### src/source/ps2_pkg.sv
package ps2_pkg;

    // ##################################################################
    // PS/2 frame layout
    // ##################################################################

    // one data byte as sent by the keyboard
    typedef logic [7:0] scan_code_t;

    // bit position inside a frame, 0 to 10
    typedef logic [3:0] bit_index_t;

    // start, 8 data bits LSB first, parity, stop
    // bit 0 = start bit, bit 10 = stop bit once the frame is complete
    typedef logic [10:0] frame_t;

    localparam bit_index_t LAST_BIT = 4'd10;

    // sent ahead of a released key's code
    localparam scan_code_t BREAK_PREFIX = 8'hF0;

endpackage

### src/source/display_pkg.sv
package display_pkg;

    // active low, bit 6 = segment a ... bit 0 = segment g
    typedef logic [6:0] seg_t;

    typedef logic [3:0] digit_t;

    // 0 to 99
    typedef logic [6:0] press_count_t;

    localparam seg_t SEG_BLANK = 7'b1111111;

    // hex glyphs 0-9, A, b, C, d, E, F
    localparam seg_t SEG_HEX [16] = '{
        7'b0000001, 7'b1001111, 7'b0010010, 7'b0000110,
        7'b1001100, 7'b0100100, 7'b0100000, 7'b0001111,
        7'b0000000, 7'b0000100, 7'b0001000, 7'b1100000,
        7'b0110001, 7'b1000010, 7'b0110000, 7'b0111000
    };

endpackage

### src/source/ps2_frame_receiver.sv
module ps2_frame_receiver #(
    parameter int IDLE_LIMIT = 2000
) (
    input  logic                clk,
    input  logic                rst_n,
    input  logic                ps2_clk,
    input  logic                ps2_data,
    output logic                code_valid,
    output ps2_pkg::scan_code_t rx_code
);

    import ps2_pkg::*;

    localparam int IDLE_W = $clog2(IDLE_LIMIT + 1);
    localparam logic [IDLE_W-1:0] IDLE_MAX = IDLE_W'(IDLE_LIMIT);

    // ##################################################################
    // synchronizers and edge detect
    // ##################################################################

    // two flops for metastability, third one for the edge
    logic [2:0] clk_sync;
    logic [1:0] data_sync;
    logic       ps2_fall;

    always_ff @(posedge clk) begin
        if (!rst_n) begin
            clk_sync  <= 3'b111;
            data_sync <= 2'b11;
        end else begin
            clk_sync  <= {clk_sync[1:0], ps2_clk};
            data_sync <= {data_sync[0], ps2_data};
        end
    end

    assign ps2_fall = clk_sync[2] & ~clk_sync[1];

    // ##################################################################
    // frame assembly
    // ##################################################################

    frame_t            frame;
    frame_t            frame_next;
    bit_index_t        bit_idx;
    logic [IDLE_W-1:0] idle_cnt;
    logic              frame_ok;

    // shifted in from the top, so the start bit ends up in bit 0
    assign frame_next = {data_sync[1], frame[10:1]};

    // start 0, stop 1, odd parity over data plus parity bit
    assign frame_ok = !frame_next[0] && frame_next[10] && (^frame_next[9:1]);

    always_ff @(posedge clk) begin
        if (ps2_fall) begin
            frame <= frame_next;
        end
    end

    always_ff @(posedge clk) begin
        if (!rst_n) begin
            bit_idx    <= '0;
            idle_cnt   <= '0;
            code_valid <= 1'b0;
        end else begin
            code_valid <= 1'b0;
            if (ps2_fall) begin
                idle_cnt <= '0;
            end else if (idle_cnt != IDLE_MAX) begin
                idle_cnt <= idle_cnt + 1'b1;
            end

            if (ps2_fall) begin
                if (bit_idx == LAST_BIT) begin
                    bit_idx    <= '0;
                    code_valid <= frame_ok;
                end else begin
                    bit_idx <= bit_idx + 1'b1;
                end
            end else if (idle_cnt == IDLE_MAX) begin
                // line went quiet mid-frame
                bit_idx <= '0;
            end
        end
    end

    // stable until the next falling edge
    assign rx_code = frame[8:1];

endmodule

### src/source/key_event_tracker.sv
module key_event_tracker (
    input  logic                      clk,
    input  logic                      rst_n,
    input  logic                      code_valid,
    input  ps2_pkg::scan_code_t       rx_code,
    output logic                      push,
    output ps2_pkg::scan_code_t       push_code,
    output logic                      held,
    output display_pkg::press_count_t press_count
);

    import ps2_pkg::*;

    scan_code_t last_code;
    logic       break_pending;
    logic       new_press;

    // typematic repeats of the held key are not new presses
    assign new_press = !held || (rx_code != last_code);

    // ##################################################################
    // make / break decoding
    // ##################################################################

    always_ff @(posedge clk) begin
        if (!rst_n) begin
            break_pending <= 1'b0;
            held          <= 1'b0;
            last_code     <= '0;
            push          <= 1'b0;
            press_count   <= '0;
        end else begin
            push <= 1'b0;
            if (code_valid) begin
                if (rx_code == BREAK_PREFIX) begin
                    break_pending <= 1'b1;
                end else if (break_pending) begin
                    break_pending <= 1'b0;
                    if (rx_code == last_code) begin
                        held <= 1'b0;
                    end
                end else if (new_press) begin
                    push      <= 1'b1;
                    last_code <= rx_code;
                    held      <= 1'b1;
                    // wraps 99 -> 0
                    if (press_count == 7'd99) begin
                        press_count <= '0;
                    end else begin
                        press_count <= press_count + 1'b1;
                    end
                end
            end
        end
    end

    // payload only, qualified by push
    always_ff @(posedge clk) begin
        if (code_valid) begin
            push_code <= rx_code;
        end
    end

endmodule

### src/source/scan_code_fifo.sv
module scan_code_fifo #(
    parameter int FIFO_DEPTH = 8
) (
    input  logic                clk,
    input  logic                rst_n,
    input  logic                push,
    input  logic                next_n,
    input  ps2_pkg::scan_code_t push_code,
    output ps2_pkg::scan_code_t head_code,
    output logic                ready,
    output logic                overflow
);

    import ps2_pkg::*;

    localparam int AW = $clog2(FIFO_DEPTH);

    scan_code_t mem [FIFO_DEPTH];

    // extra msb tells full from empty
    logic [AW:0] wr_ptr;
    logic [AW:0] rd_ptr;
    logic        full;
    logic        pop;
    logic        wr_en;

    assign ready = (wr_ptr != rd_ptr);
    assign full  = (wr_ptr[AW] != rd_ptr[AW]) && (wr_ptr[AW-1:0] == rd_ptr[AW-1:0]);

    // next_n is a level request, one entry per cycle
    assign pop   = !next_n && ready;
    assign wr_en = push && !full;

    always_ff @(posedge clk) begin
        if (wr_en) begin
            mem[wr_ptr[AW-1:0]] <= push_code;
        end
    end

    always_ff @(posedge clk) begin
        if (!rst_n) begin
            wr_ptr   <= '0;
            rd_ptr   <= '0;
            overflow <= 1'b0;
        end else begin
            if (wr_en) begin
                wr_ptr <= wr_ptr + 1'b1;
            end
            if (pop) begin
                rd_ptr <= rd_ptr + 1'b1;
            end
            // sticky until reset
            if (push && full) begin
                overflow <= 1'b1;
            end
        end
    end

    assign head_code = mem[rd_ptr[AW-1:0]];

endmodule

### src/source/segment_display.sv
module segment_display (
    input  ps2_pkg::scan_code_t       head_code,
    input  logic                      ready,
    input  logic                      held,
    input  display_pkg::press_count_t press_count,
    output display_pkg::seg_t         seg0,
    output display_pkg::seg_t         seg1,
    output display_pkg::seg_t         seg2,
    output display_pkg::seg_t         seg3,
    output display_pkg::seg_t         seg4,
    output display_pkg::seg_t         seg5
);

    import ps2_pkg::*;
    import display_pkg::*;

    scan_code_t ascii_code;
    logic       is_digit_key;
    logic       show_code;
    digit_t     ones;
    digit_t     tens;

    // ##################################################################
    // digit-key scan codes to ASCII
    // ##################################################################

    always_comb begin
        is_digit_key = 1'b1;
        case (head_code)
            8'h45: ascii_code = 8'h30;
            8'h16: ascii_code = 8'h31;
            8'h1E: ascii_code = 8'h32;
            8'h26: ascii_code = 8'h33;
            8'h25: ascii_code = 8'h34;
            8'h2E: ascii_code = 8'h35;
            8'h36: ascii_code = 8'h36;
            8'h3D: ascii_code = 8'h37;
            8'h3E: ascii_code = 8'h38;
            8'h46: ascii_code = 8'h39;
            default: begin
                ascii_code   = 8'h00;
                is_digit_key = 1'b0;
            end
        endcase
    end

    // code digits only while a key is down and the fifo has something
    assign show_code = ready && held;

    always_comb begin
        if (show_code) begin
            seg0 = SEG_HEX[head_code[3:0]];
            seg1 = SEG_HEX[head_code[7:4]];
        end else begin
            seg0 = SEG_BLANK;
            seg1 = SEG_BLANK;
        end
    end

    always_comb begin
        if (show_code && is_digit_key) begin
            seg2 = SEG_HEX[ascii_code[3:0]];
            seg3 = SEG_HEX[ascii_code[7:4]];
        end else begin
            seg2 = SEG_BLANK;
            seg3 = SEG_BLANK;
        end
    end

    // ##################################################################
    // press count, decimal
    // ##################################################################

    assign ones = digit_t'(press_count % 7'd10);
    assign tens = digit_t'(press_count / 7'd10);

    assign seg4 = SEG_HEX[ones];
    assign seg5 = SEG_HEX[tens];

endmodule

### src/source/ps2_keyboard_top.sv
module ps2_keyboard_top #(
    parameter int FIFO_DEPTH = 8,
    parameter int IDLE_LIMIT = 2000
) (
    input  logic                clk,
    input  logic                rst_n,
    input  logic                ps2_clk,
    input  logic                ps2_data,
    input  logic                next_n,
    output ps2_pkg::scan_code_t code,
    output logic                ready,
    output logic                overflow,
    output display_pkg::seg_t   seg0,
    output display_pkg::seg_t   seg1,
    output display_pkg::seg_t   seg2,
    output display_pkg::seg_t   seg3,
    output display_pkg::seg_t   seg4,
    output display_pkg::seg_t   seg5
);

    import ps2_pkg::*;
    import display_pkg::*;

    logic         code_valid;
    scan_code_t   rx_code;
    logic         push;
    scan_code_t   push_code;
    logic         held;
    press_count_t press_count;

    ps2_frame_receiver #(
        .IDLE_LIMIT (IDLE_LIMIT)
    ) receiver0 (
        .clk        (clk),
        .rst_n      (rst_n),
        .ps2_clk    (ps2_clk),
        .ps2_data   (ps2_data),
        .code_valid (code_valid),
        .rx_code    (rx_code)
    );

    key_event_tracker tracker0 (
        .clk         (clk),
        .rst_n       (rst_n),
        .code_valid  (code_valid),
        .rx_code     (rx_code),
        .push        (push),
        .push_code   (push_code),
        .held        (held),
        .press_count (press_count)
    );

    scan_code_fifo #(
        .FIFO_DEPTH (FIFO_DEPTH)
    ) fifo0 (
        .clk       (clk),
        .rst_n     (rst_n),
        .push      (push),
        .next_n    (next_n),
        .push_code (push_code),
        .head_code (code),
        .ready     (ready),
        .overflow  (overflow)
    );

    segment_display display0 (
        .head_code   (code),
        .ready       (ready),
        .held        (held),
        .press_count (press_count),
        .seg0        (seg0),
        .seg1        (seg1),
        .seg2        (seg2),
        .seg3        (seg3),
        .seg4        (seg4),
        .seg5        (seg5)
    );

endmodule

### config.mk
export PLATFORM = sky130hd
export DESIGN_NAME = ps2_keyboard_top
export DESIGN_NICKNAME = d
export VERILOG_FILES = /design/src/source/ps2_pkg.sv /design/src/source/display_pkg.sv /design/src/source/ps2_frame_receiver.sv /design/src/source/key_event_tracker.sv /design/src/source/scan_code_fifo.sv /design/src/source/segment_display.sv /design/src/source/ps2_keyboard_top.sv
export SDC_FILE = /design/constraint.sdc
export NUM_CORES = 1
export LEC_CHECK = 0
export BUFFER_PORTS_ARGS = -buffer_cell sky130_fd_sc_hd__buf_2
export CAP_MARGIN = 10
export CELL_PAD_IN_SITES_DETAIL_PLACEMENT = 1
export CELL_PAD_IN_SITES_GLOBAL_PLACEMENT = 1
export CORE_AREA = 2 2 97 192
export DETAILED_ROUTE_END_ITERATION = 12
export DIE_AREA = 0 0 99 194
export PLACE_DENSITY = 0.71
export SLEW_MARGIN = 20
export SYNTH_ARGS = -nofsm -noshare
export SYNTH_HDL_FRONTEND = slang
export SYNTH_HIERARCHICAL = 1
export SYNTH_SLANG_ARGS = --single-unit
### constraint.sdc
create_clock -name clk -period 4.1 [get_ports clk]
set_input_delay 0.205 -clock clk [delete_from_list [all_inputs] [get_ports clk]]
set_output_delay 0.205 -clock clk [all_outputs]
set_load 0.02 [all_outputs]
==> results of run 1 <==
==> layer usage <==
| layer | GRT usage | vias to the layer above | wire, microns |
|---|---|---|---|
| li1 | - | 2788 | - |
| met3 | 0.0342 | 36 | 434 |
| met2 | 0.433 | 107 | 12800 |
| met1 | 0.204 | 2963 | 7160 |
| met4 | 0.0984 | 0 | 569 |
| met5 | 0 | - | 0 |
==> synth_stat cells, types with 11 or more instances <==
cell	instances
clkbuf_1	21
a21oi_1	25
inv_1	29
nand3_1	25
buf_4	14
mux2i_1	13
edfxtp_1	82
nand2_1	63
xnor2_1	15
o21ai_0	42
nand2b_1	18
ha_1	34
dfxtp_1	51
nor2_1	40
xor2_1	18
mux4_2	18
mux2_2	11
o22ai_1	11
nand4_1	11
==> worst paths after layout <==
check                                      startpoint               endpoint  slack, ns  cells after the start
worst max-delay path                         register                seg2[3]      -0.04                     14
worst min-delay path                           next_n        fifo0/rd_ptr[1]       0.14                      3
worst max register to register        fifo0/wr_ptr[0]        fifo0/mem[6][5]       1.66                      4
worst min register to register  receiver0/clk_sync[0]  receiver0/clk_sync[1]       0.41                      1
==> placed cells by master (no fill, tap or decap), drive strengths merged, types with 10 or more instances in the layout <==
cell,count
a21oi,25
and2,10
buf,118
clkbuf,17
dfxtp,51
edfxtp,82
ha,34
inv,34
mux2,13
mux2i,13
mux4,18
nand2,63
nand2b,18
nand3,25
nand4,11
nor2,40
o21ai,50
o22ai,11
xnor2,18
xor2,18
==> through the flow <==
stage / power (uW) / instance area (sq um) / util / setup TNS (ns) / setup WS [ns]
after floorplan: 1480 / 7640 / - / 0 / 0.0383
after global placement: 1490 / 8180 / 0.462 / 0 / 0.199
after detailed placement: 1490 / 8180 / 0.462 / 0 / 0.0906
after CTS: 2970 / 9080 / 0.513 / 0 / 0.0155
after global routing: 3030 / 9290 / 0.525 / -0.487 / -0.132
final: 2940 / 9290 / 0.525 / -0.0433 / -0.0433
==> cell families after synthesis <==
logic type / count (synthesis) / synth area share
muxes: 43 / 0.0880
and+or+nand+nor: 231 / 0.165
xor gates and xnor gates: 37 / 0.0473
other: 1 / 0.000492
adders and majority gates: 34 / 0.0558
DFF: 133 / 0.457
AOI/OAI and AO/OA: 147 / 0.133
buffers and inverters: 83 / 0.0525
==> timing repair <==
action	in CTS	in global routing
resized for setup	45	30
setup endpoints to repair	11	16
pin swaps	6	8
endpoints found under the hold margin	2	0
gates cloned	1	1
hold buffers	2	0
setup buffers	15	11
==> report_power, final <==
group | internal [uW] | switching, uW | total [uW]
Clock | 898 | 579 | 1480
Sequential | 1410 | 8.17 | 1420
Combinational | 16.7 | 26.9 | 43.6
Total | 2330 | 614 | 2940
==> registers in the layout, indices dropped and copies added, names as in the netlist, 4 cells and up, named ones only <==
register and count:
receiver0/bit_idx 4, fifo0/rd_ptr 4, tracker0/last_code 8, tracker0/push_code 8
tracker0/press_count 7, fifo0/wr_ptr 4, receiver0/frame 10, receiver0/idle_cnt 11
fifo0/mem 64
==> worst max-delay path, delay by kind of cell (launching register included) <==
kind | cells | cell delay (ns)
AND/OR/NAND/NOR | 2 | 0.64
buffers and inverters | 6 | 0.66
multiplexers | 3 | 1.28
adder cells (fa/ha/maj) | 1 | 0.28
flip-flops | 1 | 0.40
AO/OA/AOI/OAI | 2 | 0.27
==> area by class of cell <==
type	count	area, sq um
clock inverters	15	154
well taps	213	267
inverters	30	120
flip-flops and latches	133	3500
fillers	1908	8410
multi-input cells	495	4010
clock buffers	17	425
repair buffers	120	822
==> flow_metrics.py, run 1 <==
metrics = {
    "run_status": {
        "status": "finished, violations left",
        "violations": "negative setup slack",
    },
    "clocking": {
        "cts-htree-levels": 4,
        "clk_path_buf_depth": 2,
        "cts_tree": "built",
        "cts_buffers": 17,
        "insertion_delay_ns": 0.41,
        "tritoncts_num_sinks": 133,
        "cts_root_buf": "clkbuf_16",
        "cts.clk_slew.worst_paths_ns": 0.06,
    },
    "synthesis": {
        "synth_edf_count": 82,
        "ys_warn_count": 6,
        "synth_seq_area_share": 0.457,
        "syn_inst": 709,
        "netlist_area_sq_um": 7620,
        "ys_types": 80,
        "synthTopCellsByArea": "edfxtp_1, dfxtp_1, ha_1",
        "synth_top_area_frac": 0.323,
        "synth_seq_cells": 133,
        "yosys.area.top_type": "edfxtp_1",
        "syn_avg_cell_area_sq_um": 10.7,
        "ys.flop_type": "edfxtp_1",
        "synthArstFlopShare": 0,
    },
    "timing": {
        "setup_viol": 1,
        "slew_headroom": 0.370,
        "setup_ws_ns": -0.0433,
        "hold_viol_final": 0,
        "rsz0062_at_grt": "true",
        "fmax_mhz": 241,
        "fin_skew_ns": 0.00905,
        "slew_viol_final": 0,
        "min_period_ns": 4.14,
        "fin_crit_sh": 1.01,
        "whs_ns": 0.139,
        "worst_pin_slew_ns": 0.942,
    },
    "final_layout": {
        "num-nets-final": 836,
        "diodes": 0,
        "drive_above_1_share": 0.300,
        "area_delta_synth_final_pct": 21.9,
        "fin_cells": 1023,
    },
    "grt": {
        "grt_pass1_vias": 6252,
        "grt_max_degree": 35,
        "overflow": 0,
        "grt_pass1_wl_microns": 32800,
        "antenna_found_initial": 0,
        "grt_usage": 0.216,
    },
    "critical_path": {
        "crit_path_end_kind": "output pin",
        "start_kind": "register",
        "path_cells": "buf_12 -> buf_6 -> mux4_2 -> mux2_4 -> buf_6 -> nor4_4 -> o21ai_2 -> o221ai_4 -> inv_2 -> ha_4 -> inv_2 -> mux4_2 -> or2_4 -> buf_6",
        "crit_type": "register to output pin",
        "slowest_stage": "mux4_2",
        "cp.arrival_ns": 3.94,
        "crit_fanout": 8,
        "worstPathRequired_ns": 3.89,
        "path_common_cell": "buf_6",
        "cp_slowest_stage_delay_ns": 0.50,
    },
    "drt": {
        "routed-via-count": 5894,
        "wl_per_cell_microns": 20.5,
        "drtAntennaViolNets": 0,
        "drc": 0,
        "vias_per_cell": 5.76,
        "firstDrtPassIters": 4,
        "first_iter_violations": 215,
        "finalWirelength_microns": 21000,
    },
    "die": {
        "initial_utilization": 0.431,
        "num_rows": 69,
        "die_w_microns": 99,
        "die_area_sq_um": 19200,
        "core_area_sq_um": 17700,
        "design.portCount": 57,
        "dieHeight_microns": 194,
    },
    "pwr": {
        "peakVddDrop_mv": 0.258,
        "powerDensity_nw_per_um2": 316,
        "leakage_uw": 0.00343,
    },
    "placement": {
        "post-dp-hpwl_microns": 14800,
        "dpl.cell_count": 961,
        "place.port_buffers": 54,
        "gp_congestion": 0.906,
    },
    "min_path": {
        "worstHoldPathType": "primary input to register",
    },
    "run": {
        "max_cap_viol_count": 0,
    },
}
Power figures use the tool's default switching activity.
==> run 2: changes to the inputs <==
==> constraint.sdc (replaced) <==
create_clock -name clk -period 4.1 [get_ports clk]
set_input_delay 0.205 -clock clk [delete_from_list [all_inputs] [get_ports clk]]
set_output_delay 0.205 -clock clk [all_outputs]
set_load 0.01 [all_outputs]
==> run 2 against run 1 <==
The flow still finishes with violations (negative setup slack). Sequential share of layout area barely moved. Critical path depth is 1 higher. Cell area about the same. Register-to-register slack better by 0.19 ns. Die area is the same. Worst setup slack gained 0.040 ns. Via count down 0.22%.
==> flow_metrics.py, run 2 (synthesis results as in run 1) <==
metrics = {
    "final_layout": {
        "post-route-cell-area_sq_um": 9290,
        "layout_commonest_cell": "edfxtp_1",
        "diodes": 0,
        "final_cell_mix": "edfxtp_1, nand2_1, buf_4, buf_2, dfxtp_1",
        "multi_input_area_sq_um": 3950,
        "num-nets-final": 837,
        "nFillCells": 1911,
        "register_area_sq_um": 3500,
        "largest_reg_flops": 64,
        "area_delta_synth_final_pct": 21.8,
        "drive_above_1_share": 0.295,
    },
    "placement": {
        "place_area_sq_um": 8170,
        "gp_congestion": 0.884,
        "post-dp-hpwl_microns": 14700,
        "pre_cts_ws_ns": -0.0351,
        "place.port_buffers": 54,
    },
    "clocking": {
        "cts_root_buf": "clkbuf_16",
        "cts-htree-levels": 4,
        "insertion_delay_ns": 0.42,
        "cts_buffers": 17,
        "clk_path_buf_depth": 2,
        "cts.clk_slew.worst_paths_ns": 0.06,
        "cts_tree": "built",
        "tritoncts_num_sinks": 133,
    },
    "die": {
        "die_w_microns": 99,
        "die_area_sq_um": 19200,
        "design.portCount": 57,
        "num_rows": 69,
        "initial_utilization": 0.431,
        "dieHeight_microns": 194,
        "core_area_sq_um": 17700,
    },
    "pwr": {
        "leakage_uw": 0.00344,
        "powerDensity_nw_per_um2": 324,
        "peakVddDrop_mv": 0.316,
    },
    "grt": {
        "overflow": 0,
        "grt_usage": 0.218,
        "grt_pass1_wl_microns": 33100,
        "antenna_found_initial": 0,
        "grt_pass1_vias": 6350,
        "grt_max_degree": 31,
    },
    "run": {
        "max_cap_viol_count": 0,
    },
    "timing": {
        "rsz0062_at_grt": "true",
        "hold_viol_final": 0,
        "setup_ws_ns": -0.00370,
        "setup_viol": 1,
        "min_period_ns": 4.10,
        "fin_crit_sh": 1.00,
        "slew_headroom": 0.383,
        "fin_tns_setup_ns": -0.00370,
        "worst_pin_slew_ns": 0.921,
        "fin_skew_ns": 0.00998,
        "slew_viol_final": 0,
        "fmax_mhz": 244,
    },
    "drt": {
        "finalWirelength_microns": 20600,
        "firstDrtPassIters": 4,
        "drc": 0,
        "drtAntennaViolNets": 0,
        "first_iter_violations": 236,
        "routed-via-count": 5881,
        "wl_per_cell_microns": 20.1,
        "vias_per_cell": 5.75,
    },
    "run_status": {
        "violations": "negative setup slack",
        "status": "finished, violations left",
    },
    "critical_path": {
        "crit_type": "register to output pin",
        "start_kind": "register",
        "crit_path_end_kind": "output pin",
        "crit_fanout": 7,
        "cp.arrival_ns": 3.90,
        "worstPathRequired_ns": 3.89,
    },
    "min_path": {
        "worstHoldPathType": "primary input to register",
    },
}
[run 2: layout make-up]
type | count | share of cell area
clock buffers | 17 | 0.0458
clock inverters | 14 | 0.0190
inverters | 30 | 0.0127
multi-input cells | 495 | 0.425
flip-flops and latches | 133 | 0.376
well taps | 213 | 0.0287
repair buffers | 121 | 0.0919
[run 2: power breakdown]
group	leakage, uW	switching, uW	total (uW)	internal, uW
Combinational	0.00200	26.8	43.4	16.7
Sequential	0.00115	8.66	1420	1410
Clock	0.000280	589	1550	958
[run 2: critical path: stages (launching register included)]
cell	delay, ns
dfxtp_4	0.37
buf_12	0.11
buf_16	0.13
buf_4	0.11
mux4_2	0.50
buf_4	0.17
mux2_2	0.32
nor2_4	0.16
nor2_1	0.09
o221ai_2	0.29
inv_2	0.12
ha_4	0.29
inv_2	0.03
mux4_2	0.44
or2_4	0.24
buf_6	0.12
[run 2: routing by layer]
layer	part of all wire	wire [microns]	vias to the layer above	GRT usage
li1	-	-	2782	-
met1	0.34	7030	2958	0.202
met2	0.60	12400	96	0.442
met3	0.023	475	45	0.0357
met4	0.031	648	0	0.0954
met5	0	0	-	0
[run 2: final timing paths]
check	cells after the start	endpoint	start	slack (ns)
max	15	seg2[3]	register	-0.004
min reg2reg	1	receiver0/clk_sync[1]	receiver0/clk_sync[0]	0.41
max reg2reg	5	tracker0/press_count[4]	receiver0/frame[7]	1.85
min	4	register	next_n	0.18
[run 2: per-stage QoR]
step | hold WS, ns | utilization | power, uW | std cells
CTS | 0.174 | 0.514 | 3040 | 1012
global placement | 0.386 | 0.462 | 1490 | 961
detailed placement | 0.394 | 0.462 | 1490 | 961
global route | 0.210 | 0.525 | 3100 | 1023
floorplan | 0.306 | - | 1480 | 710
finish | 0.184 | 0.525 | 3010 | 1023
[run 2: what timing repair did]
| action | CTS | global route |
|---|---|---|
| hold buffers | 2 | 0 |
| gates cloned | 2 | 0 |
| setup endpoints to repair | 10 | 16 |
| resized for setup | 36 | 35 |
| endpoints found under the hold margin | 2 | 0 |
| buffers inserted | 16 | 11 |
| pin swaps | 5 | 8 |
==> run 3: changes to the inputs <==
--- a/config.mk
+++ b/config.mk
@@ -9,10 +9,10 @@
 export CAP_MARGIN = 10
 export CELL_PAD_IN_SITES_DETAIL_PLACEMENT = 1
 export CELL_PAD_IN_SITES_GLOBAL_PLACEMENT = 1
-export CORE_AREA = 2 2 97 192
+export CORE_AREA = 2 2 96 190
 export DETAILED_ROUTE_END_ITERATION = 12
-export DIE_AREA = 0 0 99 194
-export PLACE_DENSITY = 0.71
+export DIE_AREA = 0 0 98 192
+export PLACE_DENSITY_LB_ADDON = 0.1
 export SLEW_MARGIN = 20
 export SYNTH_ARGS = -nofsm -noshare
 export SYNTH_HDL_FRONTEND = slang
==> constraint.sdc (replaced) <==
create_clock -name clk -period 4.2 [get_ports clk]
set_input_delay 0.21 -clock clk [delete_from_list [all_inputs] [get_ports clk]]
set_output_delay 0.21 -clock clk [all_outputs]
set_load 0.01 [all_outputs]
==> run 3 against run 2 <==
Clock power shrank 9.7%. First-iteration DRC count shrank 23%. Global-route usage shrank 0.49 points. The flow now finishes without violations. Combinational power shrank 6.7%. Largest cell class unchanged. Critical path type unchanged. Clock-buffer cell count grew 4. Sequential power is essentially flat. Register-to-register slack lost 0.05 ns.
==> flow_metrics.py, run 3 (synthesis results as in run 1) <==
metrics = {
    "final_layout": {
        "post-route-cell-area_sq_um": 9130,
        "layout_commonest_cell": "edfxtp_1",
        "diodes": 0,
        "final_cell_mix": "edfxtp_1, nand2_1, buf_2, buf_4, dfxtp_1",
        "fin_cells": 1010,
        "num-nets-final": 826,
        "drive_above_1_share": 0.281,
        "area_delta_synth_final_pct": 19.7,
        "largest_reg_flops": 64,
    },
    "die": {
        "design.portCount": 57,
        "die_area_sq_um": 18800,
        "dieHeight_microns": 192,
        "num_rows": 68,
        "core_area_sq_um": 17300,
        "initial_utilization": 0.441,
        "die_w_microns": 98,
    },
    "clocking": {
        "cts-htree-levels": 4,
        "insertion_delay_ns": 0.42,
        "cts_root_buf": "clkbuf_16",
        "cts_tree": "built",
        "cts.clk_slew.worst_paths_ns": 0.06,
        "cts_buffers": 17,
        "tritoncts_num_sinks": 133,
        "clk_path_buf_depth": 2,
    },
    "timing": {
        "setup_viol": 0,
        "fin_skew_ns": 0.0107,
        "hold_viol_final": 0,
        "slew_viol_final": 0,
        "whs_ns": 0.179,
        "slew_headroom": 0.345,
        "min_period_ns": 4.08,
        "fin_crit_sh": 0.972,
        "worst_pin_slew_ns": 0.977,
        "fmax_mhz": 245,
    },
    "placement": {
        "post-dp-hpwl_microns": 14500,
        "dpl.cell_count": 963,
        "place_area_sq_um": 8210,
        "place.port_buffers": 54,
        "gp_congestion": 0.888,
    },
    "grt": {
        "grt_max_degree": 35,
        "grt_pass1_wl_microns": 31800,
        "grt_pass1_vias": 6147,
        "overflow": 0,
        "antenna_found_initial": 0,
        "grt_usage": 0.213,
    },
    "critical_path": {
        "path_cells": "buf_12 -> buf_12 -> mux4_2 -> mux2_4 -> nor4bb_4 -> buf_4 -> nor2_2 -> o221ai_2 -> inv_2 -> buf_4 -> ha_2 -> mux4_2 -> or2_4 -> buf_6",
        "cp_slowest_stage_delay_ns": 0.51,
        "crit_type": "register to output pin",
        "crit_path_end_kind": "output pin",
        "r2r-start": "fifo0/wr_ptr[0]",
        "rr_endpoint": "fifo0/mem[4][0]",
        "cp.arrival_ns": 3.87,
        "start_kind": "register",
        "cp_num_cells": 14,
        "crit_family": "multiplexers",
        "cp_num_buf_inv": 6,
        "slowest_stage": "mux4_2",
        "worstPathRequired_ns": 3.99,
        "rr_worst_depth": 4,
        "critPathCapture": "seg2[3]",
        "rrSetupSlack_ns": 1.80,
        "crit_fanout": 8,
    },
    "pwr": {
        "power_uw": 2830,
        "p_comb_frac": 0.014,
        "leakage_uw": 0.00338,
        "powerDensity_nw_per_um2": 310,
        "p_seq_frac": 0.490,
        "switching_share": 0.213,
        "p_int_uw": 2230,
        "p_sw_uw": 602,
        "power.share.clock": 0.496,
        "peakVddDrop_mv": 0.287,
    },
    "drt": {
        "routed-via-count": 5772,
        "finalWirelength_microns": 19800,
        "vias_per_cell": 5.71,
        "drtAntennaViolNets": 0,
        "wl_met2_microns": 12100,
        "drc": 0,
        "route.top_layer_used": "met4",
        "dr_wl_met3_microns": 363,
        "firstDrtPassIters": 4,
        "wirelength_met1_microns": 6790,
        "first_iter_violations": 181,
        "wl_per_cell_microns": 19.6,
    },
    "min_path": {
        "worstHoldPathType": "primary input to register",
    },
    "run": {
        "max_cap_viol_count": 0,
    },
    "run_status": {
        "status": "finished, final reports clean",
    },
}
-- run 3: changes by cell type in the layout (fill, tap and decap cells not counted), sizes merged --
cell	previous run	this run
buf	119	108
bufinv	3	0
clkbuf	17	22
clkinvlp	4	1
inv	34	37
mux2	13	12
-- run 3: final cells by class --
class | count | area [sq um]
Tap cell | 210 | 263
Clock inverter | 11 | 83.8
Inverter | 30 | 120
Fill cell | 1871 | 8150
Timing Repair Buffer | 111 | 756
Sequential cell | 133 | 3490
Multi-Input combinational cell | 494 | 3930
Clock buffer | 21 | 483
-- run 3: timing repair --
action                     CTS  global route
cloned                       0             1
hold endpoints to repair     2             0
setup endpoints to repair   15            10
hold buffers                 2             0
pin swaps                    3             7
buffers inserted             1            11
gates resized for setup     29            29
-- run 3: how the worst min path moves through the flow --
stage	start	end	slack, ns	cells after the start
2_1_floorplan	ps2_clk	receiver0/clk_sync[0]	0.31	1
3_3_place_gp	receiver0/data_sync[0]	receiver0/data_sync[1]	0.39	1
3_5_place_dp	receiver0/clk_sync[0]	receiver0/clk_sync[1]	0.39	1
4_1_cts	next_n	fifo0/rd_ptr[1]	0.16	3
5_1_grt	next_n	fifo0/rd_ptr[1]	0.17	3
6_report	next_n	register	0.18	3
-- run 3: worst register-to-register path, stage by stage (launching register included) --
cell,delay [ns]
dfxtp_1,0.63
xnor2_2,0.16
nand3_1,0.21
o21ai_0,0.19
nor3_2,0.83
-- run 3: stage by stage --
step	utilization	setup TNS, ns	setup WS [ns]
2_1_floorplan	-	0	0.0574
3_3_place_gp	0.475	0	0.0831
3_5_place_dp	0.475	0	0.0445
4_1_cts	0.515	-0.0337	-0.0337
5_1_grt	0.528	-0.0257	-0.0257
6_report	0.528	0	0.120
-- run 3: power by group through the flow --
| stage | Sequential (uW) | Clock, uW | Combinational, uW |
|---|---|---|---|
| 6_report | 1390 | 1400 | 40.5 |
| 3_3_place_gp | 1420 | 0 | 38.0 |
| 2_1_floorplan | 1410 | 0 | 34.5 |
| 3_5_place_dp | 1420 | 0 | 39.8 |
| 5_1_grt | 1390 | 1490 | 46.5 |
| 4_1_cts | 1390 | 1420 | 41.7 |
-- run 3: metal layers --
| metal | track usage | vias to the layer above |
|---|---|---|
| met1 | 0.200 | 2870 |
| met4 | 0.0913 | 0 |
| met3 | 0.0247 | 29 |
| met2 | 0.444 | 103 |
| met5 | 0 | - |
| li1 | - | 2770 |
